**src/lsu_pkg.sv**
```systemverilog
// Load/store unit shared types
`default_nettype none

package lsu_pkg;

   // ********************************************************
   // Basic data types
   // ********************************************************

   typedef logic [31:0]        data_t;    // One data word
   typedef logic [31:0]        addr_t;    // Byte address
   typedef logic signed [11:0] offset_t;  // Immediate offset from the instruction
   typedef logic [3:0]         byteen_t;  // One bit per byte lane

   // ********************************************************
   // Access size and completion status
   // ********************************************************

   typedef enum logic [1:0] {
      SIZE_BYTE = 2'b00,
      SIZE_HALF = 2'b01,
      SIZE_WORD = 2'b10
   } lsu_size_e;

   // Misaligned wins over access fault when both apply
   typedef enum logic [1:0] {
      ERR_NONE     = 2'b00,
      ERR_MISALIGN = 2'b01,
      ERR_ACCESS   = 2'b10
   } lsu_err_e;

   // ********************************************************
   // Memory map
   // ********************************************************

   // Start of the DCCM window
   localparam addr_t DCCM_BASE = 32'hF004_0000;

endpackage

`default_nettype wire

```
**src/lsu_load_align.sv**
```systemverilog
// Load data merge and alignment
`default_nettype none

module lsu_load_align (
   input  logic               clk,
   input  logic               rst_n,
   input  lsu_pkg::data_t     rd_data,
   input  lsu_pkg::byteen_t   fwd_byteen,
   input  lsu_pkg::data_t     fwd_data,
   input  lsu_pkg::addr_t     addr_dc2,
   input  lsu_pkg::lsu_size_e size_dc2,
   input  logic               unsigned_dc2,
   input  lsu_pkg::lsu_err_e  err_dc2,
   input  logic               dc2_load,
   output lsu_pkg::data_t     result_data,
   output lsu_pkg::lsu_err_e  result_err,
   output lsu_pkg::addr_t     result_addr
);
   import lsu_pkg::*;

   data_t merged;
   data_t shifted;
   data_t ext;

   // Buffer bytes take priority over memory
   always_comb begin
      for (int b = 0; b < 4; b++) begin
         merged[8*b +: 8] = fwd_byteen[b] ? fwd_data[8*b +: 8] : rd_data[8*b +: 8];
      end
   end

   assign shifted = merged >> {addr_dc2[1:0], 3'b000};  // Addressed byte to lane 0

   always_comb begin
      case (size_dc2)
         SIZE_BYTE: ext = unsigned_dc2 ? {24'h0, shifted[7:0]}
                                       : {{24{shifted[7]}}, shifted[7:0]};
         SIZE_HALF: ext = unsigned_dc2 ? {16'h0, shifted[15:0]}
                                       : {{16{shifted[15]}}, shifted[15:0]};
         default:   ext = shifted;
      endcase
   end

   // ********************************************************
   // Completion register
   // ********************************************************

   always_ff @(posedge clk or negedge rst_n) begin
      if (!rst_n) begin
         result_data <= '0;
         result_err  <= ERR_NONE;
         result_addr <= '0;
      end else begin
         result_data <= (dc2_load && (err_dc2 == ERR_NONE)) ? ext : '0;  // Stores give zero
         result_err  <= err_dc2;
         result_addr <= addr_dc2;
      end
   end

endmodule

`default_nettype wire

```
**config.mk**
```make
export PLATFORM = sky130hd
export DESIGN_NAME = lsu_load_align
export DESIGN_NICKNAME = d
export VERILOG_FILES = /design/src/lsu_pkg.sv /design/src/lsu_load_align.sv
export SDC_FILE = /design/constraint.sdc
export NUM_CORES = 1
export LEC_CHECK = 0
export ABC_AREA = 0
export BUFFER_PORTS_ARGS = -buffer_cell sky130_fd_sc_hd__buf_4
export CORE_MARGIN = 4
export CORE_UTILIZATION = 46
export DETAILED_ROUTE_END_ITERATION = 16
export GPL_ROUTABILITY_DRIVEN = 0
export HOLD_SLACK_MARGIN = 0.15
export PLACE_DENSITY = 0.89
export SYNTH_ARGS = -nofsm -noshare
export SYNTH_HDL_FRONTEND = slang
export SYNTH_SLANG_ARGS = --single-unit
```
**constraint.sdc**
```tcl
create_clock -name clk -period 0.8 [get_ports clk]
set_input_delay 0.12 -clock clk [delete_from_list [all_inputs] [get_ports clk]]
set_output_delay 0.12 -clock clk [all_outputs]
set_load 0.02 [all_outputs]
```
==> impl_results.md, run 1 <==
- Status: aborted with a tool error
- Stop stage: 5_1_grt
- Log Error: [ERROR DPL-0033] detailed placement checks failed during check placement.
- Root Driver: clkbuf_8
- Syn. warnings: 0
- Initial antenna violation count: 0
- Post-synth top area cell: dfrtp_1
- Starting Density: 47.9%
- Largest net degree at the start of global routing: 67
- FF+latch count, synth: 66
- Top FF cell, synth: dfrtp_1
- Height of the chip: 87.0 um
- Worst EP kind: sequential cell input
- Placed Area: approximately 4500 um2
- Share of the synthesized area in the top cell type: 57.6%
- Syn Inst Count: 220
- H-tree levels: 3
- Post-synth EDFFs: 0
- Max clock buf depth: 2
- Netlist cell types: 33
- Post-DP HPWL: about 7200 um
- Number of port buffers: ~170
- CTS Sinks: 66
- I/O pin total: around 170
- Die width: 87.0 um
- Syn avg cell area: 13.0 um2
- Ranking of synthesized cells by area: dfrtp_1, mux2i_1, o22ai_2
- Synth Cell Area: about 2900 um2
- Worst setup endpoint GRT: result_data[24]$_DFF_PN0_/D
- Synth Net Count: 328
- Num CTS Buffers: 9
- Seq/Total Area, Yosys: between 50% and 60%
- Asr flop ratio synth: between 90% and 100%
- Num rows: 28
==> repair_timing <==
action	CTS
gates cloned	1
pin swaps	28
resized for setup	126
setup buffers	4
endpoints found under the setup margin	97
hold buffers	34
hold endpoints to repair	99
==> stage by stage <==
step           setup slack [ps]  setup TNS, ps  std cells  utilization [%]
2_1_floorplan              -519         -11920        220                -
4_1_cts                    -257         -17610        541             91.8
3_3_place_gp               -768         -20580        486             74.4
3_5_place_dp               -890         -21920        486             74.4
==> Yosys cell counts (all sizes together), types with 2 or more instances <==
cell type  number
o22a            7
a21oi           9
clkbuf          2
o21ai          17
nand2b          3
nor2            3
mux2i          34
nor3            2
mux2            7
o22ai           8
a211o           7
dfrtp          66
buf            14
nand2          16
a22oi           2
nor2b           9
a211oi          7
==> logic make-up after synthesis <==
logic type      Yosys count  synth area share [%]
simple gates             37                  7.41
flops                    66                  57.6
compound gates           59                  16.0
mux                      41                  15.2
buf+inv                  17                  3.88
==> inputs of run 2 (changes only) <==
Settings changed: CORE_UTILIZATION 46 to 35, HOLD_SLACK_MARGIN 0.15 to not set, PLACE_DENSITY 0.89 to not set, PLACE_DENSITY_LB_ADDON set to 0.15.
==> impl_results.md, run 2 <==
- Cell Int Power: roughly 7 mW
- Largest registers: result_addr: 32 flops, result_data: 32 flops, result_err: 2 flops
- TritonCTS clock tree: done
- Ant. Diodes: 0
- Num rows: 32
- Number of port buffers: 173
- Die area: just under 10000 um2
- Worst EP arrival: around 1400 ps
- Post-route setup slack: -316 ps
- Post-DP HPWL: around 7300 um
- Fin crit share: 140%
- Post-layout nets: 589
- Failing checks: setup timing
- Synth cell count leaders: dfrtp_1, mux2i_1, nand2_1
- CTS Sinks: 66
- Seq/Total Area, Yosys: around 58%
- Placeable Area: around 7800 um2
- Psw: 2.38 mW
- Ranking of synthesized cells by area: dfrtp_1, mux2i_1, o22ai_2
- Netlist cell types: 33
- Worst hold slack: 185 ps
- Die width: 98.5 um
- Routed vias/inst: around 4.8
- Initial DRC Count: 68
- Root Driver: clkbuf_8
- Crit path capture type: flop
- Combinational fraction of design power: about a quarter
- Final setup vio count: between 90 and 100
- Final hold viol count: 0
- WS Path Type: in -> reg
- Synth-to-layout area growth: 108%
- Startpoint Class: primary input
- Pleak: between 2 and 3 nW
- Layout cells sized above 1: roughly 65%
- Critical-path maximum fanout: 8
- WL per Instance: around 18 um
- Share of the synthesized area in the top cell type: 57.6%
- Placement Setup Slack: -902 ps
- Starting Density: between 30% and 40%
- Hold Path Class: in -> reg
- Most frequent cells in the layout: buf_4, buf_6, dfrtp_1, dlygate4sd3_1, mux2i_1
- Syn Inst Count: 220
- I/O pin total: 174
- Clk pin slew, worst setup/hold paths: ~80 ps
- Initial antenna violation count: 0
- Worst vdd ir: around 0.77 mV
- Max Clock Freq: 0.896 GHz
- Asr flop ratio synth: 100%
- Critical Path RT: roughly 1100 ps
- Total grt overflow: 0
- Tot GR Track Use: a little over a fifth
- Dominant cell by count in the synthesized netlist: dfrtp_1
- Sw Share: 25.5%
- Status: finished with violations
- Syn. warnings: 0
- FF+latch count, synth: 66
- Synth Net Count: 328
- First-pass GRT wire length: 16200 um
- Worst slew pin tran: 425 ps
- Sequential Power Share: 37.8%
- Num CTS Buffers: 9
- Pwr/cell area: between 1500 and 2000 nW/um2
- Post-Route WL: roughly 11000 um
- H-tree levels: 3
- Tmin final: between 1000 and 1500 ps
- Drt drc: 0
- Synth Cell Area: between 2000 and 3000 um2
- Height of the chip: approximately 99 um
- Top FF cell, synth: dfrtp_1
- Max clock buf depth: 2
- Max-cap viol count: 0
- Vias in the first global route: 3104
- Pre-Repair DR Iteration Count: 4
- Count of pins over their slew limit: 0
- Clock power share: about 38%
- Commonest non-fill, non-tap cell in the layout: buf_4
- RSZ-0062 raised after global routing: yes
- Syn avg cell area: 13.0 um2
- Slew headroom: roughly 70%
- Routed Antenna Nets: 0
- Largest net degree at the start of global routing: 32
- Post-synth EDFFs: 0
- Post-synth top area cell: dfrtp_1
- DR vias: about 2800
==> run 2: timing repair <==
item,CTS,global route
setup buffers,4,13
endpoints found under the setup margin,97,98
pin swaps,16,18
hold endpoints to repair,100,0
gates resized for setup,123,48
gates cloned,1,0
hold buffers,35,0
==> run 2: stage by stage <==
stage               util, %  total power, mW  TNS [ps]  area (um2)  cells
finish                 76.0             9.32    -17770        5960    588
global route           76.0             9.70    -20630        5960    588
CTS                    71.9             9.13    -17250        5650    575
detailed placement     57.9             5.26    -22270        4550    519
global placement       57.9             5.24    -21540        4550    519
floorplan                 -             4.28    -11920        2940    220
==> run 2: layer usage <==
layer  vias to the layer above  wire, um  global-route usage, %
met3                        19       826                   5.73
li1                       1317         -                      -
met5                         -         0                      0
met2                       155      5310                   36.0
met4                         0       225                   7.35
met1                      1346      4230                   26.1
==> run 2: cells by family (layout without fill, tap and decap cells) <==
family          count (synthesis)  in the layout  synth area share [%]
mux                            41             41                  15.2
buf+inv                        17            283                  3.88
compound gates                 59             59                  16.0
flops                          66             66                  57.6
simple gates                   37             37                  7.41
==> run 2: worst max-delay path: stages <==
cell and delay [ps]:
buf_6 90, or3b_4 420, nor3_4 230, o31ai_4 170, buf_16 180, o22ai_2 170
==> run 2: path summary, 6_finish.rpt <==
check,startpoint,endpoint,slack (ps),cells after the start
max,err_dc2[0],result_data[25],-320,6
min,addr_dc2[1],result_data[2],190,4
max in group asynchronous,rst_n,result_addr[2],150,3
min in group asynchronous,rst_n,result_addr[17],210,2
==> run 2: area by class of cell <==
class	count	area, um2
Timing Repair Buffer	266	2550
Clock buffer	10	138
Inverter	1	3.75
Clock inverter	6	113
Fill cell	524	1880
Tap cell	102	128
Multi-Input combinational cell	137	1380
Sequential cell	66	1650
==> run 2: power groups by stage <==
stage               registers [mW]  logic [mW]  clock network, mW
CTS                           3.52        2.05               3.56
detailed placement            3.56        1.69                  0
floorplan                     3.73       0.549                  0
global route                  3.54        2.41               3.74
global placement              3.56        1.68                  0
finish                        3.53        2.28               3.52
Note: power is estimated with default switching activity, not from simulation.
==> inputs of run 3 (changes only) <==
Settings changed: SETUP_SLACK_MARGIN set to 0.15.
==> impl_results.md, run 3 (synthesis results as in run 2) <==
- I/O pin total: around 170
- Clk pin slew, worst setup/hold paths: roughly 80 ps
- WL per Instance: 18.0 um
- DR WL met3: 841 um
- Final setup vio count: 90
- Top sig layer: met4
- Worst hold slack: -354 ps
- Post-Route WL: approximately 10000 um
- TritonCTS clock tree: done
- Tmin final: 1100 ps
- Height of the chip: between 90 and 100 um
- H-tree levels: 3
- Routed vias/inst: ~4.8
- Max Clock Freq: around 0.9 GHz
- Ant. Diodes: 0
- Placed insts: 519
- Crit path capture type: flop
- Routed Antenna Nets: 0
- FILL cells: between 500 and 600
- Max clock buf depth: 2
- Fin crit share: 138%
- Worst slew pin tran: approximately 440 ps
- Largest registers: result_addr: 32 flops, result_data: 32 flops, result_err: 2 flops
- Drt drc: 0
- Hold Path Class: in -> async
- Failing checks: hold timing, setup timing
- Sequential cell area: roughly 1700 um2
- Critical-path maximum fanout: 8
- Area of the multi-input gates: between 1000 and 1500 um2
- Commonest non-fill, non-tap cell in the layout: buf_4
- First-pass GRT wire length: approximately 16000 um
- Root Driver: clkbuf_8
- Count of pins over their slew limit: 0
- Setup TNS: -17280 ps
- Initial DRC Count: 80
- Synth-to-layout area growth: 107%
- Cts hold-fix bufs: 34
- Largest net degree at the start of global routing: 32
- WS Path Type: in -> reg
- Post-DP HPWL: between 7000 and 8000 um
- Vias in the first global route: roughly 3200
- RSZ-0062 raised after global routing: yes
- Final Instance Count excl. Fillers: about 580
- Tot GR Track Use: 21.5%
- Layout cells sized above 1: around two thirds
- Pleak: between 2 and 3 nW
- Startpoint Class: primary input
- Post-route setup slack: -302 ps
- DR vias: approximately 2800
- Most frequent cells in the layout: buf_4, buf_6, dfrtp_1, dlygate4sd3_1, o21ai_2
- Post-layout nets: 577
- Final hold viol count: 66
- Routed length on met2: between 5000 and 6000 um
- Slew headroom: just over 70%
- Initial antenna violation count: 0
- Number of port buffers: about 170
- Pre-Repair DR Iteration Count: 4
- Num rows: 32
- Die area: just under 10000 um2
- Status: finished with violations
- Starting Density: between 30% and 40%
- Met1 Wirelength: 4070 um
- CTS Sinks: 66
- Die width: just under 100 um
- Total grt overflow: 0
- Max-cap viol count: 0
- Worst EP arrival: 1370 ps
- Pwr/cell area: around 1600 nW/um2
- Placeable Area: between 7000 and 8000 um2
- Critical Path RT: 1070 ps
- Worst vdd ir: around 1.1 mV
- Num CTS Buffers: 9
[run 3: changes by cell type in the layout (fill, tap and decap cells not counted), moves of 3 or more]
| cell | before | now |
|---|---|---|
| buf_6 | 80 | 75 |
| mux2i_1 | 19 | 14 |
| buf_4 | 137 | 127 |
| mux2i_2 | 3 | 6 |
| buf_8 | 4 | 7 |
[run 3: final cells by class]
type / instances / area share, %
clock buffers: 10 / 2.32
clock inverters: 6 / 1.90
inverters: 1 / 0.0633
multi-input cells: 137 / 24.1
flip-flops and latches: 66 / 27.8
well taps: 102 / 2.15
repair buffers: 254 / 41.6
[run 3: through the flow]
stage | util [%] | setup slack, ps | total power [mW] | instance area [um2]
detailed placement | 57.9 | -902 | 5.26 | 4550
global placement | 57.9 | -828 | 5.24 | 4550
global route | 75.6 | -325 | 9.67 | 5930
floorplan | - | -519 | 4.28 | 2940
CTS | 73.8 | -286 | 9.24 | 5790
finish | 75.6 | -302 | 9.33 | 5930
[run 3: routing by layer]
| layer | global-route usage [%] | vias to the layer above |
|---|---|---|
| met2 | 37.2 | 135 |
| met1 | 25.6 | 1306 |
| met3 | 6.02 | 15 |
| met5 | 0 | - |
| met4 | 7.46 | 0 |
| li1 | - | 1295 |
[run 3: path summary, 6_finish.rpt]
kind                        startpoint         endpoint  slack, ps
min                              rst_n  result_addr[17]       -350
max in group asynchronous        rst_n   result_addr[2]        710
min in group clk           addr_dc2[1]   result_data[1]        160
max                         err_dc2[0]  result_data[31]       -300
[run 3: power breakdown]
| group | switching (mW) | internal (mW) | total [mW] |
|---|---|---|---|
| Clock | 1.38 | 2.17 | 3.54 |
| Sequential | 0.0628 | 3.46 | 3.52 |
| Combinational | 0.960 | 1.30 | 2.26 |
| Total | 2.40 | 6.93 | 9.33 |
[run 3: repair_timing]
action / 4_1_cts / 5_1_grt
endpoints found under the setup margin: 98 / 98
setup buffers: 6 / 0
endpoints found under the hold margin: 100 / 66
resized for setup: 153 / 33
cloned: 1 / 0
pin swaps: 21 / 16
[run 3: worst max-delay path, stage by stage]
cell     delay, ps
buf_6           90
or3b_4         420
nor3_4         230
o31ai_4        170
buf_12         180
o22ai_2        160
==> inputs of run 4 (changes only) <==
Settings changed: CORE_UTILIZATION 35 to 40.
==> impl_results.md, run 4 (synthesis results as in run 2) <==
- Status: finished with violations
- Failing checks: setup timing
- Clk pin slew, worst setup/hold paths: about 80 ps
- Post-layout nets: between 500 and 600
- DR vias: between 2000 and 3000
- Drt drc: 0
- Die width: between 90 and 100 um
- Num CTS Buffers: 9
- Max Clock Freq: around 0.83 GHz
- Startpoint Class: primary input
- Sequential cell area: ~1700 um2
- Commonest non-fill, non-tap cell in the layout: buf_4
- Num rows: 30
- Pwr/cell area: ~1500 nW/um2
- Critical Path RT: between 1000 and 1500 ps
- Pleak: around 2.8 nW
- Slew headroom: around two thirds
- I/O pin total: about 170
- Post-Route WL: 12100 um
- Tmin final: 1200 ps
- Final setup vio count: between 90 and 100
- Die area: ~8600 um2
- Routed Antenna Nets: 0
- Initial DRC Count: roughly 150
- First-pass GRT wire length: around 17000 um
- Most frequent cells in the layout: buf_4, buf_6, dfrtp_1, dlygate4sd3_1, o21ai_2
- Placeable Area: approximately 7000 um2
- WL per Instance: 21.3 um
- Routed vias/inst: 5.10
- Ant. Diodes: 0
- Number of port buffers: around 170
- Worst-path cell chain: buf_6 -> or3b_4 -> nor3_4 -> o31ai_4 -> clkbuf_16 -> o22ai_2
- WS Path Type: in -> reg
- CTS Sinks: 66
- Worst slew pin tran: between 400 and 500 ps
- H-tree levels: 3
- TritonCTS clock tree: done
- Min-delay src: rd_data[28]
- Max clock buf depth: 2
- Root Driver: clkbuf_8
- Setup TNS: -19980 ps
- Initial antenna violation count: 0
- Hold Path Class: in -> reg
- Final hold viol count: 0
- Post-DP HPWL: between 6000 and 7000 um
- Final Instance Count excl. Fillers: 570
- Crit path capture type: flop
- Worst path max stage delay: 430 ps
- Synth-to-layout area growth: 104%
- Final Core Density: a little under nine tenths
- Height of the chip: 92.7 um
- Fin crit share: 151%
- Hold depth: 4
- Tot GR Track Use: a little over a quarter
- Worst EP arrival: approximately 1500 ps
- Worst vdd ir: ~0.89 mV
- Post-route setup slack: -405 ps
- Slowest CP cell: or3b_4
- Layout cells sized above 1: 64.3%
- Pre-Repair DR Iteration Count: 4
- Starting Density: 41.8%
- Largest net degree at the start of global routing: 67
- Area of the multi-input gates: roughly 1400 um2
- Hold endpoint: result_data[28]
- Count of pins over their slew limit: 0
- Critical-path maximum fanout: 5
- Vias in the first global route: between 3000 and 4000
- Total grt overflow: 0
- Tot Pwr: around 8.7 mW
- Placed insts: a little over 500
- Largest registers: result_addr: 32 flops, result_data: 32 flops, result_err: 2 flops
- Placement Setup Slack: -902 ps
- RSZ-0062 raised after global routing: yes
- Max-cap viol count: 0
- FILL cells: between 300 and 400
run 4: cell count changes in the layout (fill, tap and decap cells not counted), moves of 3 or more:
cell     previous run  this run
buf_12             10         5
buf_4             127       123
buf_6              75        79
mux2i_4            14        11
run 4: how the worst max path moves through the flow:
stage / end / depth (start not counted) / from
floorplan: result_data[24] / 6 / err_dc2[1]
global placement: result_data[21] / 5 / fwd_byteen[3]
detailed placement: result_data[21] / 5 / fwd_byteen[3]
CTS: result_data[29] / 6 / err_dc2[0]
global route: result_data[27] / 6 / fwd_byteen[2]
finish: result_data[27] / 6 / err_dc2[1]
run 4: repair_timing:
item | 4_1_cts | 5_1_grt
hold buffers | 35 | 0
resized for setup | 155 | 21
pin swaps | 38 | 20
endpoints found under the hold margin | 100 | 0
cloned | 3 | 1
buffers inserted | 9 | 0
endpoints found under the setup margin | 98 | 153
run 4: cell type report:
type / instances / share of cell area (%)
timing repair buffer: 254 / 42.7
clock inverter: 6 / 1.11
tap: 96 / 2.05
sequential: 66 / 28.2
clock buffer: 10 / 2.35
multi-input combinational: 137 / 23.6
inverter: 1 / 0.0641
run 4: power breakdown:
group | switching (mW) | leakage (nW) | total, mW | internal, mW
Combinational | 1.01 | 1.84 | 2.30 | 1.29
Clock | 1.33 | 0.103 | 2.86 | 1.53
Sequential | 0.0710 | 0.838 | 3.53 | 3.46
Total | 2.41 | 2.79 | 8.70 | 6.28
run 4: metrics by stage:
stage,hold WS (ps),area [um2]
2_1_floorplan,-176,2940
3_3_place_gp,141,4470
3_5_place_dp,147,4470
4_1_cts,178,5760
5_1_grt,218,5860
6_report,226,5860
run 4: routing by layer:
metal	wire (um)	global-route usage, %
met1	4530	30.5
met2	6150	49.4
met3	1080	7.39
met4	389	7.20
met5	0	0
run 4: critical path: cells and delay by family:
kind	cells	cell delay (ps)
and+or+nand+nor	2	720
buffers and inverters	2	290
AOI/OAI and AO/OA	2	330
