### src/lsu_pkg.sv
// Load/store unit shared types
`default_nettype none

package lsu_pkg;

   // ********************************************************
   // Basic data types
   // ********************************************************

   typedef logic [31:0]        data_t;    // One data word
   typedef logic [31:0]        addr_t;    // Byte address
   typedef logic signed [11:0] offset_t;  // Immediate offset from the instruction
   typedef logic [3:0]         byteen_t;  // One bit per byte lane

   // ********************************************************
   // Access size and completion status
   // ********************************************************

   typedef enum logic [1:0] {
      SIZE_BYTE = 2'b00,
      SIZE_HALF = 2'b01,
      SIZE_WORD = 2'b10
   } lsu_size_e;

   // Misaligned wins over access fault when both apply
   typedef enum logic [1:0] {
      ERR_NONE     = 2'b00,
      ERR_MISALIGN = 2'b01,
      ERR_ACCESS   = 2'b10
   } lsu_err_e;

   // ********************************************************
   // Memory map
   // ********************************************************

   // Start of the DCCM window
   localparam addr_t DCCM_BASE = 32'hF004_0000;

endpackage

`default_nettype wire

### src/lsu_addr_check.sv
// Address generation and checks
`default_nettype none

module lsu_addr_check #(
   parameter int DCCM_WORDS = 1024
) (
   input  logic               clk,
   input  logic               rst_n,
   input  lsu_pkg::data_t     rs1,
   input  lsu_pkg::offset_t   offset,
   input  lsu_pkg::data_t     store_data,
   input  lsu_pkg::lsu_size_e req_size,
   input  logic               accept,
   output lsu_pkg::lsu_err_e  err_dc1,
   output lsu_pkg::addr_t     addr_dc1,
   output lsu_pkg::addr_t     addr_dc2,
   output lsu_pkg::byteen_t   byteen_dc2,
   output lsu_pkg::data_t     wdata_dc2
);
   import lsu_pkg::*;

   localparam addr_t WIN_BYTES = addr_t'(4 * DCCM_WORDS);

   data_t     rs1_dc1;
   data_t     sdata_dc1;
   offset_t   offset_dc1;
   lsu_size_e size_dc1;
   addr_t     win_off;
   logic      misaligned;
   logic      in_window;
   byteen_t   byteen_dc1;

   // Operands captured on the accepting edge
   always_ff @(posedge clk or negedge rst_n) begin
      if (!rst_n) begin
         rs1_dc1    <= '0;
         sdata_dc1  <= '0;
         offset_dc1 <= '0;
         size_dc1   <= SIZE_BYTE;
      end else if (accept) begin
         rs1_dc1    <= rs1;
         sdata_dc1  <= store_data;
         offset_dc1 <= offset;
         size_dc1   <= req_size;
      end
   end

   assign addr_dc1 = rs1_dc1 + {{20{offset_dc1[11]}}, offset_dc1};

   // Below the base wraps to a large offset
   assign win_off   = addr_dc1 - DCCM_BASE;
   assign in_window = (win_off < WIN_BYTES);

   assign misaligned = ((size_dc1 == SIZE_HALF) && addr_dc1[0]) ||
                       ((size_dc1 == SIZE_WORD) && (addr_dc1[1:0] != 2'b00));

   assign err_dc1 = misaligned ? ERR_MISALIGN :
                    !in_window ? ERR_ACCESS   : ERR_NONE;

   always_comb begin
      case (size_dc1)
         SIZE_BYTE: byteen_dc1 = 4'b0001 << addr_dc1[1:0];
         SIZE_HALF: byteen_dc1 = 4'b0011 << addr_dc1[1:0];
         default:   byteen_dc1 = 4'b1111;
      endcase
   end

   // Store data moved to its byte lanes for the buffer
   always_ff @(posedge clk) begin
      addr_dc2   <= addr_dc1;
      byteen_dc2 <= byteen_dc1;
      wdata_dc2  <= sdata_dc1 << {addr_dc1[1:0], 3'b000};
   end

endmodule

`default_nettype wire

### config.mk
export PLATFORM = sky130hd
export DESIGN_NAME = lsu_addr_check
export DESIGN_NICKNAME = d
export VERILOG_FILES = /design/src/lsu_pkg.sv /design/src/lsu_addr_check.sv
export SDC_FILE = /design/constraint.sdc
export NUM_CORES = 1
export LEC_CHECK = 0
export CORE_MARGIN = 2
export CORE_UTILIZATION = 30
export DETAILED_ROUTE_END_ITERATION = 12
export DONT_BUFFER_PORTS = 1
export GPL_ROUTABILITY_DRIVEN = 0
export SETUP_SLACK_MARGIN = 0.3
export SLEW_MARGIN = 20
export SYNTH_ARGS = -nofsm -noshare
export SYNTH_HDL_FRONTEND = slang
export SYNTH_SLANG_ARGS = --single-unit
### constraint.sdc
create_clock -name clk -period 4.62 [get_ports clk]
set_input_delay 1.386 -clock clk [delete_from_list [all_inputs] [get_ports clk]]
set_output_delay 1.386 -clock clk [all_outputs]
set_load 0.02 [all_outputs]
[Word level (Yosys, flattened, before mapping)]
Cells that the tools add are included.
Cells by class
  add/subtract/negate cells: 2
  magnitude comparators: 1
  bitwise gates (word level): 0
  divide/modulo/power cells: 0
  equal/unequal tests: 2
  mux-type cells: 3
  reductions and logical operators: 5
  shifts and indexed selects: 3
  multipliers: 0
Operators with widths (count)
  32-bit adder: 1
  32-bit by 13-bit < comparator with 1-bit output (second input constant): 1
  32-bit by 5-bit left shift with 32-bit output: 1
  32-bit subtractor (second input constant): 1
  4-bit one-hot mux with 2 select lines: 1
  2-bit 2-to-1 mux: 2
  1-bit by 2-bit left shift with 4-bit output (first input constant): 1
  2-bit by 2-bit left shift with 4-bit output (first input constant): 1
  2-bit by 1-bit == test with 1-bit output (second input constant): 1
  2-bit == test (second input constant): 1
  1-bit logical AND: 2
  2-bit zero test: 1
  2-bit nonzero test: 1
  1-bit logical OR: 1
Storage, ports and cells
  bits of input ports: 81
  output and inout port bits: 102
  bits in latches: 0
  bits in writable memories: 0
  word-level logic and storage cells: 23
  register bits after elaboration: 146
  memory bits (read-only): 0
  memories kept: 0

[Depth between registers and ports, before layout]
Gate-level depths: netlist of the first run.
  depth after elaboration: 5
  depth in mapped cells: 12
  mapped depth without buffers: 12

[Worst setup path after synthesis of the first run]
Ideal clock, no wire load.
  path kind: register to output
  from: register offset_dc1[11]
  to: output port err_dc1[1]
  stages on the path, launching flop included: 13
  required time: 3234 ps
  slack: -420 ps
  buffers on the path: 1
  arrival: 3654 ps
  cells stage by stage: dfrtp_1 ha_1 buf_2 and4_1 nand4_1 a2111o_1 o211ai_2 o21ai_2 a21o_1 a211oi_1 o211ai_1 a2111oi_2 nor2_1
On the way
  cells in the longest elaborated chain, start to end: 5
Ends and longest elaborated chain
  from (decl): line lsu_addr_check.sv:26  | offset_t offset_dc1;
  from (signal assigned): line lsu_addr_check.sv:43  | offset_dc1 <= offset;
  32-bit adder: line lsu_addr_check.sv:48  | assign addr_dc1 = rs1_dc1 + {{20{offset_dc1[11]}}, offset_dc1};
  net addr_dc1[31]: line lsu_addr_check.sv:15  | output lsu_pkg::addr_t addr_dc1,
  32-bit subtractor: line lsu_addr_check.sv:51  | assign win_off = addr_dc1 - DCCM_BASE;
  32-bit by 13-bit < comparator with 1-bit output: line lsu_addr_check.sv:52  | assign in_window = (win_off < WIN_BYTES);
  2-bit 2-to-1 mux: line lsu_addr_check.sv:58  | !in_window ? ERR_ACCESS : ERR_NONE;
  2-bit 2-to-1 mux: line lsu_addr_check.sv:57  | assign err_dc1 = misaligned ? ERR_MISALIGN :
  to (decl): line lsu_addr_check.sv:14  | output lsu_pkg::lsu_err_e err_dc1,
The timed path passes the listed nets, and every way through them passes these cells.

[Final worst setup path of the first run]
  from: register rs1_dc1[0]
  to: output port err_dc1[1]
On the way
  cells in the longest elaborated chain, start to end: 5
  elaborated cells between the ends (all ways): 9
  classes of those cells: 2 x add/sub; 1 x order compare; 2 x mux; 4 x reduce/logical
Ends and longest elaborated chain
  from (decl): line lsu_addr_check.sv:24  | data_t rs1_dc1;
  from (signal assigned): line lsu_addr_check.sv:41  | rs1_dc1 <= rs1;
  32-bit adder *: line lsu_addr_check.sv:48
  32-bit subtractor / 2-bit nonzero test (equally long branches): line lsu_addr_check.sv:51, lsu_addr_check.sv:55
  32-bit by 13-bit < comparator with 1-bit output / 1-bit logical AND (equally long branches): line lsu_addr_check.sv:52, lsu_addr_check.sv:55
  2-bit 2-to-1 mux / 1-bit logical OR (equally long branches): line lsu_addr_check.sv:58, lsu_addr_check.sv:54
  2-bit 2-to-1 mux *: line lsu_addr_check.sv:57
Every way passes the cells marked *; elsewhere a longest branch is shown, timed or not.

==> results of run 1 <==
where the power goes:
group | internal [mW] | switching (mW) | total [mW] | leakage [nW]
clock | 0.733 | 0.653 | 1.39 | 0.293
combinational | 0.717 | 0.883 | 1.60 | 2.05
sequential | 1.55 | 0.401 | 1.95 | 1.48
total | 3.00 | 1.94 | 4.94 | 3.82
stage by stage:
stage          hold slack, ns  std cells  total power [mW]  TNS [ns]
5_1_grt                 0.516       1002              5.20    -0.765
4_1_cts                 0.507        995              4.93    -0.605
6_report                0.502       1002              4.94    -0.531
2_1_floorplan           0.473        612              2.88   -0.0234
3_3_place_gp            0.482        949              3.36    -0.119
3_5_place_dp            0.491        949              3.38    -0.150
registers in the layout (all words and copies together), names as in the netlist:
register	flops
addr_dc2	32
rs1_dc1	32
sdata_dc1	32
wdata_dc2	32
offset_dc1	12
byteen_dc2	4
size_dc1	2
path summary, 6_finish.rpt:
kind / startpoint / to
max: rs1_dc1[0] / err_dc1[1]
min: sdata_dc1[30] / sdata_dc1[30]
max reg2reg: offset_dc1[11] / addr_dc2[24]
min reg2reg: sdata_dc1[30] / sdata_dc1[30]
max in group asynchronous: rst_n / rs1_dc1[26]
min in group asynchronous: rst_n / rs1_dc1[5]
layout make-up:
| class | instances | area share, % |
|---|---|---|
| Multi-Input combinational cell | 425 | 42.6 |
| Sequential cell | 146 | 37.0 |
| Timing Repair Buffer | 101 | 9.02 |
| Clock buffer | 17 | 4.75 |
| Tap cell | 285 | 3.98 |
| Clock inverter | 15 | 2.12 |
| Inverter | 12 | 0.503 |
| Antenna cell | 1 | 0.0279 |
what timing repair did:
| action | CTS | global route |
|---|---|---|
| gates cloned | 0 | 0 |
| pin swaps | 24 | 32 |
| setup endpoints to repair | 14 | 20 |
| setup buffers | 14 | 6 |
| gates resized for setup | 45 | 28 |
layer usage:
metal,wire (um),part of all wire [%],GRT usage [%]
met2,8620,48,24.7
met1,7860,44,18.9
met5,27,0.15,0
met4,329,1.8,6.13
met3,1140,6.4,5.27
kinds of logic (layout without fill, tap and decap cells):
| family | Yosys count | in the layout | synth area share (%) |
|---|---|---|---|
| muxes | 95 | 95 | 15.4 |
| other | 0 | 1 | 0 |
| adders and majority gates | 32 | 32 | 5.99 |
| DFF | 146 | 146 | 48.7 |
| buffers and inverters | 41 | 145 | 2.41 |
| and+or+nand+nor | 137 | 137 | 10.8 |
| xor gates and xnor gates | 20 | 20 | 2.57 |
| AOI/OAI and AO/OA | 141 | 141 | 14.1 |
Yosys cell counts (2+ instances only):
cell / number
o21ai_2: 2
o211ai_1: 4
ha_1: 31
mux2_2: 79
a311oi_1: 3
buf_1: 12
o21ai_1: 4
nor2_1: 29
dfxtp_1: 68
o22ai_1: 3
clkbuf_1: 11
a21o_1: 20
a311o_1: 3
xor2_1: 11
a2111oi_2: 2
inv_1: 12
xnor2_1: 9
a211o_1: 2
nor2b_1: 10
dfrtp_1: 78
nand3_1: 13
nor4_1: 3
nor3_1: 9
nor3b_1: 4
nand4_1: 4
o21ai_0: 21
o21a_1: 3
nand2b_1: 3
a211oi_1: 13
or4_1: 2
a21oi_1: 34
nand3b_1: 3
mux2i_1: 16
a21boi_0: 3
buf_2: 5
a31oi_1: 6
o211a_1: 2
o21bai_1: 6
and2_1: 13
nand2_1: 29
and3_1: 4
worst max-delay path, delay by kind of cell (launching register included):
kind                       cells  cell delay [ns]
DFF                            1             0.38
adders and majority gates      2             0.57
and+or+nand+nor                5             1.37
AOI/OAI and AO/OA              5             1.02
==> results.json, run 1 <==
{
  "worst_path_most_repeated_cell": "o21ai_2",
  "yosysTopAreaCellShare_pct": 28.7,
  "path_cells": "ha_2, fa_2, a211oi_4, o21ai_2, nor4bb_4, o21ai_2, a21oi_2, or4_1, and4_4, or4_4, a2111oi_4, nor2_4",
  "mostFrequentLayoutCells": "buf_4, mux2_2, dfrtp_1",
  "timing.critical_path.to_type": "output port",
  "clkLatencyLatePin_ns": 0.43,
  "ff2ff_setup_slack_ns": 1.80,
  "area_enclosed_by_the_die_boundary_um2": 23900,
  "yosys_register_bits": 146,
  "crit_fanout": 4,
  "synthFlopType": "dfrtp_1",
  "routed_wl_um": 18000,
  "hold_buffers": 0,
  "dpl_cell_area_um2": 7830,
  "instance_count_of_the_mapped_netlist": 612,
  "timing.hold.worst.class": "reg2reg",
  "worst_slew_pin_slew_ns": 0.857,
  "floorplan.initialDensity_pct": 30.3,
  "detailroute.via_count": 5046,
  "clock_sinks": 146,
  "timing.final.max_slew_violations": 0,
  "floorplan.die.height_um": 155,
  "fmax_ghz": 0.194,
  "period_minus_slack_ns": 5.15,
  "clk_transition_reported_paths_ns": 0.07,
  "hpwlAfterDp_um": 12900,
  "grt_setup_unrepaired": "true",
  "finalSetupViolations": 1,
  "global_route.overflow_total": 0,
  "clock_path_buffers": 2,
  "layout.cells.most_common": "buf_4",
  "cts_tree": "built",
  "drc": 0,
  "post-route-period-util_pct": 111,
  "power_density_nw_per_um2": 551,
  "area_growth_syn_to_layout_pct": 31.7,
  "ant_nets": 0,
  "postSynth.asyncResetShare_pct": 53.4,
  "grt_antenna_before_repair": 3,
  "p_leak_nw": 3.82,
  "seq_area_um2": 3320,
  "cts-buffers-inserted": 17,
  "fin_area_um2": 8960,
  "outcome": "finished, violations left",
  "edff_count_synth": 0,
  "netlist_top_cells_area": "dfrtp_1, dfxtp_1, mux2_2",
  "drive_above_1_share_pct": 39.8,
  "multi_input_comb_area_um2": 3820,
  "setup_ws_final_ns": -0.531,
  "failed_checks": "setup timing",
  "floorplan.io_pins": 183,
  "cts_root_buf": "clkbuf_16",
  "rows": 55,
  "syn_nets": 725,
  "core_region_area_um2": 22400,
  "gr-usage-all-layers_pct": 15.3,
  "timing.max_cap.violations": 0,
  "post_synth.cell_area_avg_um2": 11.1,
  "maximum_number_of_pins_on_one_net_before_global_route_repair": 79,
  "slew_headroom_pct": 42.8,
  "reg2regPathDepth": 14,
  "place_worst_setup_slack_ns": -0.150,
  "hold_violations": 0,
  "crit_path_start_kind": "flip-flop",
  "critical-path-slowest-cell": "or4_4",
  "worstPathRequired_ns": 3.23,
  "synth_area_um2": 6810,
  "critPathKind": "reg2out",
  "drtIter0Drc": 214,
  "detailedRoute.firstPassIterationCount": 4,
  "nFillCells": 2144,
  "vias_per_cell": 5.04,
  "place.port_buffers": 0,
  "timing.critical_path.slowest_cell_delay_ns": 0.54,
  "yosysUniqueCellTypes": 64,
  "peakVddDrop_mv": 0.317,
  "avgRoutedWirePerCell_um": 17.9,
  "ctsHtreeMaxLevel": 4,
  "synth_top_cell_by_area": "dfrtp_1",
  "critical_path_arrival_ns": 3.76,
  "whs_path_cells": 1,
  "finalNetCount": 816,
  "yosysWarnings": 0,
  "first_global_vias": 5160,
  "final_core_utilization_pct": 39.9,
  "register_area_share_after_synthesis_pct": 48.7,
  "grt_first_pass_wirelength_um": 28400,
  "die_x_um": 155,
  "skew_ns": 0.0102
}
No activity file was read; power rests on OpenSTA's default activity.
==> run 2, diff against run 1 <==
--- a/config.mk
+++ b/config.mk
@@ -6,7 +6,7 @@
 export NUM_CORES = 1
 export LEC_CHECK = 0
 export CORE_MARGIN = 2
-export CORE_UTILIZATION = 30
+export CORE_UTILIZATION = 45
 export DETAILED_ROUTE_END_ITERATION = 12
 export DONT_BUFFER_PORTS = 1
 export GPL_ROUTABILITY_DRIVEN = 0
==> results.json, run 2 (synthesis results as in run 1) <==
{
  "peakVddDrop_mv": 0.344,
  "timing.critical_path.to_type": "output port",
  "p_leak_nw": 3.68,
  "clk_transition_reported_paths_ns": 0.07,
  "global_route.overflow_total": 0,
  "clkLatencyLatePin_ns": 0.42,
  "cp_num_buf_inv": 1,
  "place_worst_setup_slack_ns": -0.182,
  "cts_root_buf": "clkbuf_16",
  "ctsHtreeMaxLevel": 4,
  "critical_path_arrival_ns": 3.75,
  "power_density_nw_per_um2": 569,
  "reg2regPathDepth": 12,
  "rows": 44,
  "timing.max_cap.violations": 0,
  "path_cells": "buf_6, ha_1, a211o_1, a21oi_2, nor3b_2, a21oi_2, or4_1, and4_4, or4_4, a2111oi_4, nor2_4",
  "hpwlAfterDp_um": 12000,
  "clock_sinks": 146,
  "floorplan.initialDensity_pct": 46.5,
  "grt_setup_unrepaired": "true",
  "holdWs_ns": 0.503,
  "cts_tree": "built",
  "gr-usage-all-layers_pct": 20.9,
  "nFillCells": 1221,
  "path_delay_family": "simple AND/OR/NAND/NOR gates",
  "critPathKind": "reg2out",
  "crit_fanout": 6,
  "drtIter0Drc": 176,
  "worst_path_most_repeated_cell": "a21oi_2",
  "die_x_um": 127,
  "crit_path_start_kind": "flip-flop",
  "outcome": "finished, violations left",
  "detailedRoute.firstPassIterationCount": 4,
  "timing.hold.worst.class": "reg2reg",
  "first_global_vias": 5121,
  "n_antenna_cell": 0,
  "finalSetupViolations": 1,
  "timing.final.max_slew_violations": 0,
  "area_enclosed_by_the_die_boundary_um2": 16100,
  "grt_antenna_before_repair": 0,
  "failed_checks": "setup timing",
  "floorplan.io_pins": 183,
  "place.port_buffers": 0,
  "mostFrequentLayoutCells": "mux2_2, dfrtp_1, dfxtp_1",
  "drc": 0,
  "vias_per_cell": 5.66,
  "ant_nets": 0,
  "period_minus_slack_ns": 5.14,
  "post-route-period-util_pct": 111,
  "skew_ns": 0.00986,
  "core_region_area_um2": 14600,
  "avgRoutedWirePerCell_um": 19.2,
  "ff2ff_setup_slack_ns": 1.77,
  "area_growth_syn_to_layout_pct": 26.1,
  "detailroute.via_count": 4961,
  "drive_above_1_share_pct": 36.0,
  "worstPathRequired_ns": 3.23,
  "critical-path-slowest-cell": "dfrtp_4",
  "setup_ws_final_ns": -0.517,
  "timing.critical_path.slowest_cell_delay_ns": 0.54,
  "finalNetCount": 792,
  "maximum_number_of_pins_on_one_net_before_global_route_repair": 79,
  "whs_path_cells": 1,
  "cts-buffers-inserted": 17,
  "hold_violations": 0,
  "grt_first_pass_wirelength_um": 26600,
  "worst-path-stages": 11,
  "layout.cells.most_common": "mux2_2",
  "worst_slew_pin_slew_ns": 0.803,
  "hold_buffers": 0,
  "routed_wl_um": 16800,
  "fmax_ghz": 0.195,
  "slew_headroom_pct": 46.3,
  "clock_path_buffers": 2,
  "floorplan.die.height_um": 127
}
==> run 2: worst register-to-register path, cell delays in order (launching register included) <==
cell	delay (ns)
dfrtp_4	0.54
buf_12	0.17
ha_4	0.24
a21o_1	0.21
o21bai_1	0.18
a311o_1	0.30
and2_4	0.17
a311oi_2	0.20
buf_4	0.19
a31oi_4	0.10
xor2_2	0.18
buf_4	0.15
buf_6	0.12
==> run 2: metrics by stage <==
step                      cells  cell area [um2]  setup TNS (ns)  total power, mW  util (%)
after floorplan             612             6970         -0.0234             2.88         -
after global placement      835             7600          -0.129             3.30      51.9
after detailed placement    835             7600          -0.182             3.33      51.9
after CTS                   874             8480          -0.524             4.86      57.9
after global routing        876             8580          -0.732             5.10      58.6
final                       876             8580          -0.517             4.88      58.6
==> run 2: final cells by class <==
type                    count  area [um2]  share of cell area, %
flip-flops and latches    146        3320                   38.6
multi-input cells         425        3750                   43.7
clock buffers              20         468                   5.45
well taps                 184         230                   2.68
clock inverters            12         145                   1.69
inverters                  12        45.0                  0.525
repair buffers             77         628                   7.32
==> run 2: what timing repair did <==
item	CTS	global route
endpoints found under the hold margin	0	0
buffers inserted	7	2
resized for setup	40	21
endpoints found under the setup margin	15	19
pin swaps	16	7
==> run 2: power breakdown <==
part / switching (mW) / internal [mW]
Combinational: 0.861 / 0.656
Sequential: 0.397 / 1.55
Clock: 0.564 / 0.853
==> run 2: path summary, 6_finish.rpt <==
path                                start            end
setup / recovery           offset_dc1[11]     err_dc1[1]
hold / removal              sdata_dc1[31]  sdata_dc1[31]
setup reg to reg           offset_dc1[11]   addr_dc2[28]
hold reg to reg             sdata_dc1[31]  sdata_dc1[31]
max in group asynchronous           rst_n    rs1_dc1[30]
min in group asynchronous           rst_n    rs1_dc1[24]
==> run 2: per-layer routing <==
metal | wire length, um | vias up | GRT usage [%]
li1 | - | 2376 | -
met1 | 7220 | 2397 | 26.2
met2 | 8250 | 158 | 34.9
met3 | 970 | 30 | 5.36
met4 | 378 | 0 | 8.27
met5 | 0 | - | 0
