### src/lsu_pkg.sv
// Load/store unit shared types
`default_nettype none

package lsu_pkg;

   // ********************************************************
   // Basic data types
   // ********************************************************

   typedef logic [31:0]        data_t;    // One data word
   typedef logic [31:0]        addr_t;    // Byte address
   typedef logic signed [11:0] offset_t;  // Immediate offset from the instruction
   typedef logic [3:0]         byteen_t;  // One bit per byte lane

   // ********************************************************
   // Access size and completion status
   // ********************************************************

   typedef enum logic [1:0] {
      SIZE_BYTE = 2'b00,
      SIZE_HALF = 2'b01,
      SIZE_WORD = 2'b10
   } lsu_size_e;

   // Misaligned wins over access fault when both apply
   typedef enum logic [1:0] {
      ERR_NONE     = 2'b00,
      ERR_MISALIGN = 2'b01,
      ERR_ACCESS   = 2'b10
   } lsu_err_e;

   // ********************************************************
   // Memory map
   // ********************************************************

   // Start of the DCCM window
   localparam addr_t DCCM_BASE = 32'hF004_0000;

endpackage

`default_nettype wire

### src/lsu_pipe_ctl.sv
// Load/store pipeline control
`default_nettype none

module lsu_pipe_ctl #(
   parameter int STBUF_DEPTH = 4
) (
   input  logic                               clk,
   input  logic                               rst_n,
   input  logic                               req_valid,
   input  logic                               req_store,
   input  logic                               req_unsigned,
   input  lsu_pkg::lsu_size_e                 req_size,
   input  lsu_pkg::lsu_err_e                  err_dc1,
   input  logic [$clog2(STBUF_DEPTH + 1)-1:0] stbuf_count,
   output logic                               stall,
   output logic                               dc1_load,
   output logic                               dc2_load,
   output logic                               push,
   output logic                               drain,
   output logic                               result_valid,
   output logic                               idle,
   output logic                               unsigned_dc2,
   output lsu_pkg::lsu_size_e                 size_dc2,
   output lsu_pkg::lsu_err_e                  err_dc2
);
   import lsu_pkg::*;

   localparam int CNT_W = $clog2(STBUF_DEPTH + 1);
   localparam int PW    = CNT_W + 1;

   logic      accept;
   logic      valid_dc1;
   logic      store_dc1;
   logic      unsigned_dc1;
   lsu_size_e size_dc1;
   logic      valid_dc2;
   logic      store_dc2;
   logic [PW-1:0] st_pending;  // Buffer entries plus stores still in the pipe

   // ********************************************************
   // Acceptance and stall
   // ********************************************************

   assign st_pending = PW'(stbuf_count) + PW'(valid_dc1 & store_dc1)
                     + PW'(valid_dc2 & store_dc2);

   // Hold off requests early enough that a push always finds room
   assign stall  = (st_pending >= PW'(STBUF_DEPTH - 1));
   assign accept = req_valid & ~stall;

   // ********************************************************
   // Stage registers
   // ********************************************************

   always_ff @(posedge clk or negedge rst_n) begin
      if (!rst_n) begin
         valid_dc1    <= 1'b0;
         store_dc1    <= 1'b0;
         unsigned_dc1 <= 1'b0;
         size_dc1     <= SIZE_BYTE;
         valid_dc2    <= 1'b0;
         store_dc2    <= 1'b0;
         unsigned_dc2 <= 1'b0;
         size_dc2     <= SIZE_BYTE;
         err_dc2      <= ERR_NONE;
         result_valid <= 1'b0;
      end else begin
         valid_dc1    <= accept;
         store_dc1    <= req_store;
         unsigned_dc1 <= req_unsigned;
         size_dc1     <= req_size;
         valid_dc2    <= valid_dc1;
         store_dc2    <= store_dc1;
         unsigned_dc2 <= unsigned_dc1;
         size_dc2     <= size_dc1;
         err_dc2      <= err_dc1;      // Error found in dc1 travels with the request
         result_valid <= valid_dc2;    // Completion two edges after acceptance
      end
   end

   assign dc1_load = valid_dc1 & ~store_dc1;  // DCCM read port taken this cycle
   assign dc2_load = valid_dc2 & ~store_dc2;

   // Only clean stores enter the buffer
   assign push  = valid_dc2 & store_dc2 & (err_dc2 == ERR_NONE);
   assign drain = (stbuf_count != '0) & ~dc1_load;
   assign idle  = ~valid_dc1 & ~valid_dc2 & (stbuf_count == '0);

   a_push_has_room: assert property (@(posedge clk) disable iff (!rst_n)
      push |-> (stbuf_count != CNT_W'(STBUF_DEPTH)));

endmodule

`default_nettype wire

### config.mk
export PLATFORM = sky130hd
export DESIGN_NAME = lsu_pipe_ctl
export DESIGN_NICKNAME = d
export VERILOG_FILES = /design/src/lsu_pkg.sv /design/src/lsu_pipe_ctl.sv
export SDC_FILE = /design/constraint.sdc
export NUM_CORES = 1
export LEC_CHECK = 0
export BUFFER_PORTS_ARGS = -buffer_cell sky130_fd_sc_hd__buf_2
export CORE_AREA = 2 2 39 41
export CTS_CLUSTER_DIAMETER = 150
export DETAILED_ROUTE_END_ITERATION = 6
export DIE_AREA = 0 0 41 43
export GPL_TIMING_DRIVEN = 1
export SYNTH_ARGS = -nofsm -noshare
export SYNTH_HDL_FRONTEND = slang
export SYNTH_SLANG_ARGS = --single-unit
### constraint.sdc
create_clock -name clk -period 2.2 [get_ports clk]
set_clock_uncertainty 0.2 [all_clocks]
set_input_delay 0.22 -clock clk [delete_from_list [all_inputs] [get_ports clk]]
set_output_delay 0.22 -clock clk [all_outputs]
set_load 0.005 [all_outputs]
Yosys cells after proc, flatten, opt, wreduce, memory -nomap -nowiden --
Index checks and enable logic that the tools add are counted. Widths: inputs -> output; s select.
Operators by class: bitwise gates (word level) 16, $add $sub $neg 2, magnitude comparators 1, reduce and logical (&&, ||, !) cells 3
Operators with widths (number):
- $and 1x1->1 | 10
- $not 1->1 | 6
- $add 3x1->4 | 1
- $add 4x1->4 | 1
- $ge 4x2->1 const B | 1
- $logic_not 3->1 | 1
- $reduce_bool 3->1 | 1
- $logic_not 2->1 | 1
Storage, ports and cells: bits in registers 13, bits of input ports 12, output and inout bits 12, logic and storage cells 32

Longest topological paths before layout --
Gate-level depths: netlist of the first run.
depth after elaboration 6, mapped depth 6, depth with buffers taken out 6

Worst setup path after synthesis of the first run --
Ideal clock, no wire load.
kind register -> output, from reg valid_dc2, to out stall, path slack 315 ps, required time 1780 ps, arrival time 1465 ps, cell stages (with the launch flop) 7, path buffers 0, cell sequence dfrtp_1 -> and2_1 -> fa_1 -> ha_1 -> nand2_1 -> a21oi_2 -> o21ai_0
On the way: cells in the longest elaborated chain, start to end 3
RTL lines:
- from (decl) | RTL line lsu_pipe_ctl.sv:36 | logic valid_dc2;
- from (signal assigned) | RTL line lsu_pipe_ctl.sv:72 | valid_dc2 <= valid_dc1;
- $and 1x1->1 | RTL line lsu_pipe_ctl.sv:45 | + PW'(valid_dc2 & store_dc2);
- $add 4x1->4 | RTL line lsu_pipe_ctl.sv:45
- $ge 4x2->1 | RTL line lsu_pipe_ctl.sv:48 | assign stall = (st_pending >= PW'(STBUF_DEPTH - 1));
- to (decl) | RTL line lsu_pipe_ctl.sv:15 | output logic stall,
Every way passes these cells.

Worst setup path in the final report of the first run --
Same ends and word-level chain as after synthesis.

==> implementation parameters, run 1 <==
Parameter                              Value

Outcome
  Outcome    finished clean

Floorplan
  Cell Rows    14
  Number of I/O pins    24
  Core region area    ~1400 sq um
  Height of the chip    between 40 and 50 um
  DIE AREA    1763 sq um
  Die width    roughly 41 um
  Starting Density    0.3264

Clock network
  Maximum level of the CTS H-tree    1
  Root cell of the clock tree    sky130_fd_sc_hd__clkbuf_4
  Largest buffer count on any clock path    2
  CTS clock-pin slew for the worst setup and hold paths    about 70 ps
  Clock tree from TritonCTS    done
  Number of clock sinks    13
  Skew-Pair Late Insertion Delay    about 260 ps
  Number of buffers inserted during clock tree synthesis    3

Timing
  Achievable Freq    0.4641 GHz
  Final hold viol count    0
  Number of failing setup endpoints in the final timing report    0
  Actual transition at the worst max-transition pin    roughly 280 ps
  Tcrit/Tclk final    0.9795
  Post-route setup TNS    0 ps
  Final max-slew violation count    0
  Headroom to the max-slew limit    0.8106
  Worst-case hold slack    between 100 and 150 ps
  Minimum clock period    around 2200 ps
  Setup repair after global routing missed its margin    yes

Detailed routing
  DR iter-0 viols    0
  Number of vias in the routed layout    369
  Length of the first detailed-routing pass in iterations    1
  Count of unresolved DRC violations after routing    0
  Vias per std cell    4.241
  Overall routed net length    slightly below 1 mm
  Antenna violation net count after detailed routing    0
  Wire length per cell after detailed routing    approximately 11 um

Global route
  Wire length of the first global-routing pass    1.297 mm
  Antenna violations before repair    0
  Maximum number of pins on one net before global-route repair    14
  Grt ovf    0
  Vias in the first global route    ~330
  Global-route total usage across every layer    0.1124

Synth
  Leading cell types by total area after synthesis    sky130_fd_sc_hd__dfrtp_1 (72%), sky130_fd_sc_hd__nor3b_2 (5.5%), sky130_fd_sc_hd__fa_1 (4.4%)
  Yosys cell types    12
  Predominant post-synthesis flop cell    sky130_fd_sc_hd__dfrtp_1
  Fraction of synthesized cell area taken by the top area cell type    0.7202
  Post-Synthesis Cells    29
  Net count of the mapped netlist    43
  FFs w/ async S/R, synth    1.000
  Sequential fraction of the synthesis area    0.7202
  Cell type with the largest total area after synthesis    sky130_fd_sc_hd__dfrtp_1
  Count of yosys warnings during synthesis    0
  Register bit count reported by yosys    13
  Cell area after synthesis    around 450 sq um
  Post-synth EDFFs    0
  Library cell with the highest instance count after synthesis    sky130_fd_sc_hd__dfrtp_1
  Synth Area per Inst    about 16 sq um

Worst hold path
  Worst Hold Class    primary input to register

Flow run
  Reported max-cap violation count    0

Pwr
  Maximum VDD drop    roughly 350 uV
  Cell Pwr Density    approximately 620 nW/um^2
  Leakage power figure    0.3942 nW

Layout
  Multi-input gate area    151.4 sq um
  Number of antenna repair diodes    0
  Register area    325.3 sq um
  Post-layout nets    86
  Area growth syn-to-layout    70.64%
  Final-layout fill cell count    approximately 120
  Fraction of final layout cells sized beyond drive strength 1    0.5915

Critical path
  Required time of the worst setup path    around 1800 ps
  Setup CP Type    register to output pin
  Data arrival time of the critical path    around 1700 ps
  Endpoint kind of the worst setup timing path    output pin
  Crit Path Max Fanout    2
  Critical Path Source Type    register

Placement
  IO Port Bufs    23
  Routability congestion estimate from global placement    0.6234
[sequential cells by signal, summed over array words and instances (netlist names)]
register / cells
err_dc2: 2
size_dc1: 2
size_dc2: 2
result_valid: 1
store_dc1: 1
store_dc2: 1
unsigned_dc1: 1
unsigned_dc2: 1
valid_dc1: 1
valid_dc2: 1
[cells by family (layout without fill, tap and decap cells)]
kind of cell / Yosys count / after routing / synth area share
buffers and inverters: 0 / 42 / 0
flip-flops: 13 / 13 / 0.7202
AO/OA/AOI/OAI: 3 / 3 / 0.05263
adder cells (fa/ha/maj): 2 / 2 / 0.07202
AND/OR/NAND/NOR: 11 / 11 / 0.1551
[per-stage QoR]
| step | power, mW | instance area, sq um | std cells | worst slack (ps) | util |
|---|---|---|---|---|---|
| 2_1_floorplan | 0.2787 | 451.7 | 29 | 315.4 | - |
| 3_3_place_gp | 0.3078 | 586.8 | 68 | 186.5 | 0.4241 |
| 3_5_place_dp | 0.3091 | 586.8 | 68 | 166.7 | 0.4241 |
| 4_1_cts | 0.4698 | 725.7 | 84 | 2.586 | 0.5244 |
| 5_1_grt | 0.5074 | 770.7 | 87 | -26.32 | 0.5570 |
| 6_report | 0.4744 | 770.7 | 87 | 45.08 | 0.5570 |
[area by class of cell]
cell class,instances,area share
Clock buffer,4,0.03409
Tap cell,16,0.02597
Timing Repair Buffer,38,0.3214
Sequential cell,13,0.4221
Multi-Input combinational cell,16,0.1964
[cell usage in the layout, fill, tap and decap left out]
cell type,count
sky130_fd_sc_hd__nor3b_2,2
sky130_fd_sc_hd__o21ai_1,1
sky130_fd_sc_hd__buf_4,7
sky130_fd_sc_hd__and2_1,1
sky130_fd_sc_hd__clkbuf_4,3
sky130_fd_sc_hd__nor2_1,1
sky130_fd_sc_hd__dlygate4sd3_1,8
sky130_fd_sc_hd__ha_4,1
sky130_fd_sc_hd__buf_2,23
sky130_fd_sc_hd__nor2b_1,2
sky130_fd_sc_hd__nand2_2,2
sky130_fd_sc_hd__dfrtp_1,13
sky130_fd_sc_hd__clkbuf_1,1
sky130_fd_sc_hd__fa_2,1
sky130_fd_sc_hd__and2_4,1
sky130_fd_sc_hd__a21oi_2,1
sky130_fd_sc_hd__nor2_2,1
sky130_fd_sc_hd__o211a_1,1
sky130_fd_sc_hd__nor3_1,1
[timing repair]
action	in CTS	in global routing
gates resized for setup	1	7
cloned	0	0
hold endpoints to repair	20	0
hold buffers	8	0
pin swaps	1	5
setup buffers	4	3
endpoints found under the setup margin	1	1
[critical path, stage by stage (launching register included)]
cell and delay (ps):
sky130_fd_sc_hd__dfrtp_1 390, sky130_fd_sc_hd__and2_4 170, sky130_fd_sc_hd__fa_2 390, sky130_fd_sc_hd__ha_4 280, sky130_fd_sc_hd__nand2_2 50, sky130_fd_sc_hd__o21ai_1 60
sky130_fd_sc_hd__buf_2 120
[where the power goes]
group / total, mW / switching [mW] / leakage (nW) / internal [mW]
Combinational: 0.0778 / 0.0314 / 0.223 / 0.0464
Clock: 0.139 / 0.0692 / 0.0150 / 0.0701
Sequential: 0.257 / 0.00522 / 0.156 / 0.252
Total: 0.474 / 0.106 / 0.394 / 0.369
[layer usage]
layer / share of wire / global-route usage / routed length, um / vias to the layer above
met5: 0 / 0 / 0 / -
met4: 0 / 0.06000 / 0 / 0
met3: 0.062 / 0.01571 / 60 / 0
met2: 0.56 / 0.1781 / 537 / 16
met1: 0.38 / 0.1404 / 363 / 172
li1: - / - / - / 181
[worst paths after layout]
| kind | startpoint | endpoint | slack (ps) | cells past startpoint |
|---|---|---|---|---|
| max in group asynchronous | rst_n | unsigned_dc1$_DFF_PN0_ | 1400 | 2 |
| max | valid_dc2$_DFF_PN0_ | stall | 50 | 6 |
| min in group asynchronous | rst_n | valid_dc2$_DFF_PN0_ | 180 | 2 |
| min reg2reg | size_dc1[0]$_DFF_PN0_ | size_dc2[0]$_DFF_PN0_ | 150 | 0 |
| max reg2reg | valid_dc2$_DFF_PN0_ | valid_dc1$_DFF_PN0_ | 450 | 6 |
| min | stbuf_count[2] | valid_dc1$_DFF_PN0_ | 150 | 3 |
Note: power is estimated with default switching activity, not from simulation.
==> inputs of run 2 (changes only) <==
- RECOVER_POWER: not set -> 100
==> run 2 against run 1 <==
- hold slack worse by 0.51 ps
- setup slack about the same
- design area down 1.1%
- highest routed layer unchanged
- power down 0.53%
- largest power group unchanged
- register-to-register slack about the same
- critical path depth unchanged
- global-route usage unchanged
- via count up 1.1%
- largest cell class unchanged
- non-clock buffer count unchanged
- sequential share of layout area up 0.49 points
- die area unchanged
- critical path type unchanged
- first-iteration DRC count unchanged
==> implementation parameters, run 2 (synthesized netlist as in run 1, its figures left out) <==
Parameter                              Value

Outcome
  Outcome    finished clean (unchanged)

Clock network
  Clock tree from TritonCTS    done (unchanged)
  Maximum level of the CTS H-tree    1 (unchanged)
  Skew-Pair Late Insertion Delay    260 ps (about the same)
  Number of buffers inserted during clock tree synthesis    3 (unchanged)
  Number of clock sinks    13 (unchanged)
  Root cell of the clock tree    sky130_fd_sc_hd__clkbuf_4 (unchanged)
  Largest buffer count on any clock path    2 (unchanged)
  CTS clock-pin slew for the worst setup and hold paths    70 ps (about the same)

Critical path
  Crit Path Max Fanout    2 (unchanged)
  Endpoint kind of the worst setup timing path    output pin (unchanged)
  Critical Path Source Type    register (unchanged)
  Setup slack on the worst flop-to-flop path    450 ps (about the same)
  R2r startpoint    valid_dc2$_DFF_PN0_ (unchanged)
  Setup CP Type    register to output pin (unchanged)
  R2r endpoint    valid_dc1$_DFF_PN0_ (unchanged)
  Data arrival time of the critical path    1730 ps (about the same)
  Required time of the worst setup path    1780 ps (about the same)
  Depth of the worst register-to-register path    6 (unchanged)

Pwr
  Cell Pwr Density    619.3 nW/um^2 (was 615.6 nW/um^2)
  Leakage power figure    0.3837 nW (was 0.3942 nW)
  Maximum VDD drop    347.3 uV (was 348.2 uV)

Detailed routing
  Overall routed net length    952 um (was 961 um)
  Highest routed layer    met3 (unchanged)
  Vias per std cell    4.287 (was 4.241)
  Wire length per cell after detailed routing    10.94 um (was 11.05 um)
  Wl on met1    364 um (was 363 um)
  Number of vias in the routed layout    373 (was 369)
  DR iter-0 viols    0 (unchanged)
  Count of unresolved DRC violations after routing    0 (unchanged)
  Met2 Wirelength    527 um (was 537 um)
  Length of the first detailed-routing pass in iterations    1 (unchanged)
  Antenna violation net count after detailed routing    0 (unchanged)
  Detail Route met3 WL    60 um (unchanged)

Timing
  Post-route setup TNS    0 ps (unchanged)
  Achievable Freq    0.4641 GHz (about the same)
  Worst-case hold slack    148.2 ps (was 148.7 ps)
  Final max-slew violation count    0 (unchanged)
  Actual transition at the worst max-transition pin    666.7 ps (was 284.1 ps)
  Setup repair after global routing missed its margin    yes (unchanged)
  Headroom to the max-slew limit    0.5555 (was 0.8106)
  Tcrit/Tclk final    0.9793 (was 0.9795)
  Number of failing setup endpoints in the final timing report    0 (unchanged)
  Minimum clock period    2155 ps (about the same)
  Final hold viol count    0 (unchanged)

Layout
  Final-layout fill cell count    122 (was 119)
  Multi-input gate area    151.4 sq um (unchanged)
  Commonest cells after routing, fill and taps aside    sky130_fd_sc_hd__buf_2 (22), sky130_fd_sc_hd__dfrtp_1 (13), sky130_fd_sc_hd__dlygate4sd3_1 (8), sky130_fd_sc_hd__buf_4 (5), sky130_fd_sc_hd__clkbuf_1 (4) (was sky130_fd_sc_hd__buf_2 (23), sky130_fd_sc_hd__dfrtp_1 (13), sky130_fd_sc_hd__dlygate4sd3_1 (8), sky130_fd_sc_hd__buf_4 (7), sky130_fd_sc_hd__clkbuf_4 (3))
  Post-layout nets    86 (unchanged)
  Most common cell after layout, fill and taps aside    sky130_fd_sc_hd__buf_2 (unchanged)
  Largest registers ranked by flip-flop count    err_dc2 (2), size_dc1 (2), size_dc2 (2) (unchanged)
  Area growth syn-to-layout    68.70% (was 70.64%)
  Number of antenna repair diodes    0 (unchanged)
  Cell Count, Final, Fillers Out    87 (unchanged)
  Register area    325.3 sq um (unchanged)
  Fin util    0.5506 (was 0.5570)
  Fraction of final layout cells sized beyond drive strength 1    0.5493 (was 0.5915)

Floorplan
  Cell Rows    14 (unchanged)
  Core region area    1384 sq um (unchanged)
  DIE AREA    1763 sq um (unchanged)
  Height of the chip    43 um (unchanged)
  Die width    41 um (unchanged)
  Number of I/O pins    24 (unchanged)
  Starting Density    0.3264 (unchanged)

Worst hold path
  Start point of the worst min-delay path    stbuf_count[2] (unchanged)
  Worst Hold Class    primary input to register (unchanged)
  WHS Endpoint    valid_dc1$_DFF_PN0_ (unchanged)
  Count of cells along the worst hold path    3 (unchanged)

Placement
  IO Port Bufs    23 (unchanged)
  Inst Count DP    68 (unchanged)
  Routability congestion estimate from global placement    0.6234 (unchanged)

Global route
  Maximum number of pins on one net before global-route repair    14 (unchanged)
  Global-route total usage across every layer    0.1124 (unchanged)
  Grt ovf    0 (unchanged)
  Wire length of the first global-routing pass    1.297 mm (unchanged)
  Vias in the first global route    326 (unchanged)
  Antenna violations before repair    0 (unchanged)

Flow run
  Reported max-cap violation count    0 (unchanged)
-- run 2: changes by cell type in the layout (fill, tap and decap cells not counted) --
| cell | before | now |
|---|---|---|
| sky130_fd_sc_hd__buf_2 | 23 | 22 |
| sky130_fd_sc_hd__buf_4 | 7 | 5 |
| sky130_fd_sc_hd__clkbuf_1 | 1 | 4 |
-- run 2: worst max path at each step --
| stage | start | to | slack (ps) | cells after the start |
|---|---|---|---|---|
| floorplan | valid_dc2$_DFF_PN0_ | stall | 320 | 6 |
| global placement | valid_dc2$_DFF_PN0_ | stall | 190 | 7 |
| detailed placement | valid_dc2$_DFF_PN0_ | stall | 170 | 7 |
| CTS | store_dc1$_DFF_PN0_ | stall | 3 | 7 |
| global route | valid_dc2$_DFF_PN0_ | stall | -30 | 6 |
| finish | valid_dc2$_DFF_PN0_ | stall | 50 | 6 |
-- run 2: where the power goes --
group	switching (mW)	internal [mW]
clock network	0.0689	0.0701
logic	0.0313	0.0442
registers	0.00522	0.252
total	0.105	0.366
-- run 2: area by class of cell --
class                           count  share of cell area
Clock buffer                        4             0.03448
Tap cell                           16             0.02627
Sequential cell                    13              0.4269
Timing Repair Buffer               38              0.3136
Multi-Input combinational cell     16              0.1987
-- run 2: per-layer routing --
layer,global-route usage,vias to the layer above
li1,-,182
met1,0.1404,175
met2,0.1781,16
met3,0.01571,0
met4,0.06000,0
met5,0,-
-- run 2: what timing repair did --
item                       4_1_cts  5_1_grt
gates cloned                     0        0
hold endpoints to repair        20        0
setup endpoints to repair        1        1
pin swaps                        1        5
hold buffers                     8        0
resized for setup                1        7
buffers inserted                 4        3
-- run 2: worst max-delay path: stages, from the launching register on --
cell	delay, ps
sky130_fd_sc_hd__dfrtp_1	390
sky130_fd_sc_hd__and2_4	170
sky130_fd_sc_hd__fa_2	390
sky130_fd_sc_hd__ha_4	280
sky130_fd_sc_hd__nand2_2	50
sky130_fd_sc_hd__o21ai_1	60
sky130_fd_sc_hd__buf_2	120
-- run 2: stage by stage --
step	worst slack [ps]	total power [mW]	area [sq um]
6_report	45.45	0.4719	762.0
3_3_place_gp	186.5	0.3078	586.8
2_1_floorplan	315.4	0.2787	451.7
5_1_grt	-26.32	0.5051	762.0
3_5_place_dp	166.7	0.3091	586.8
4_1_cts	2.586	0.4698	725.7
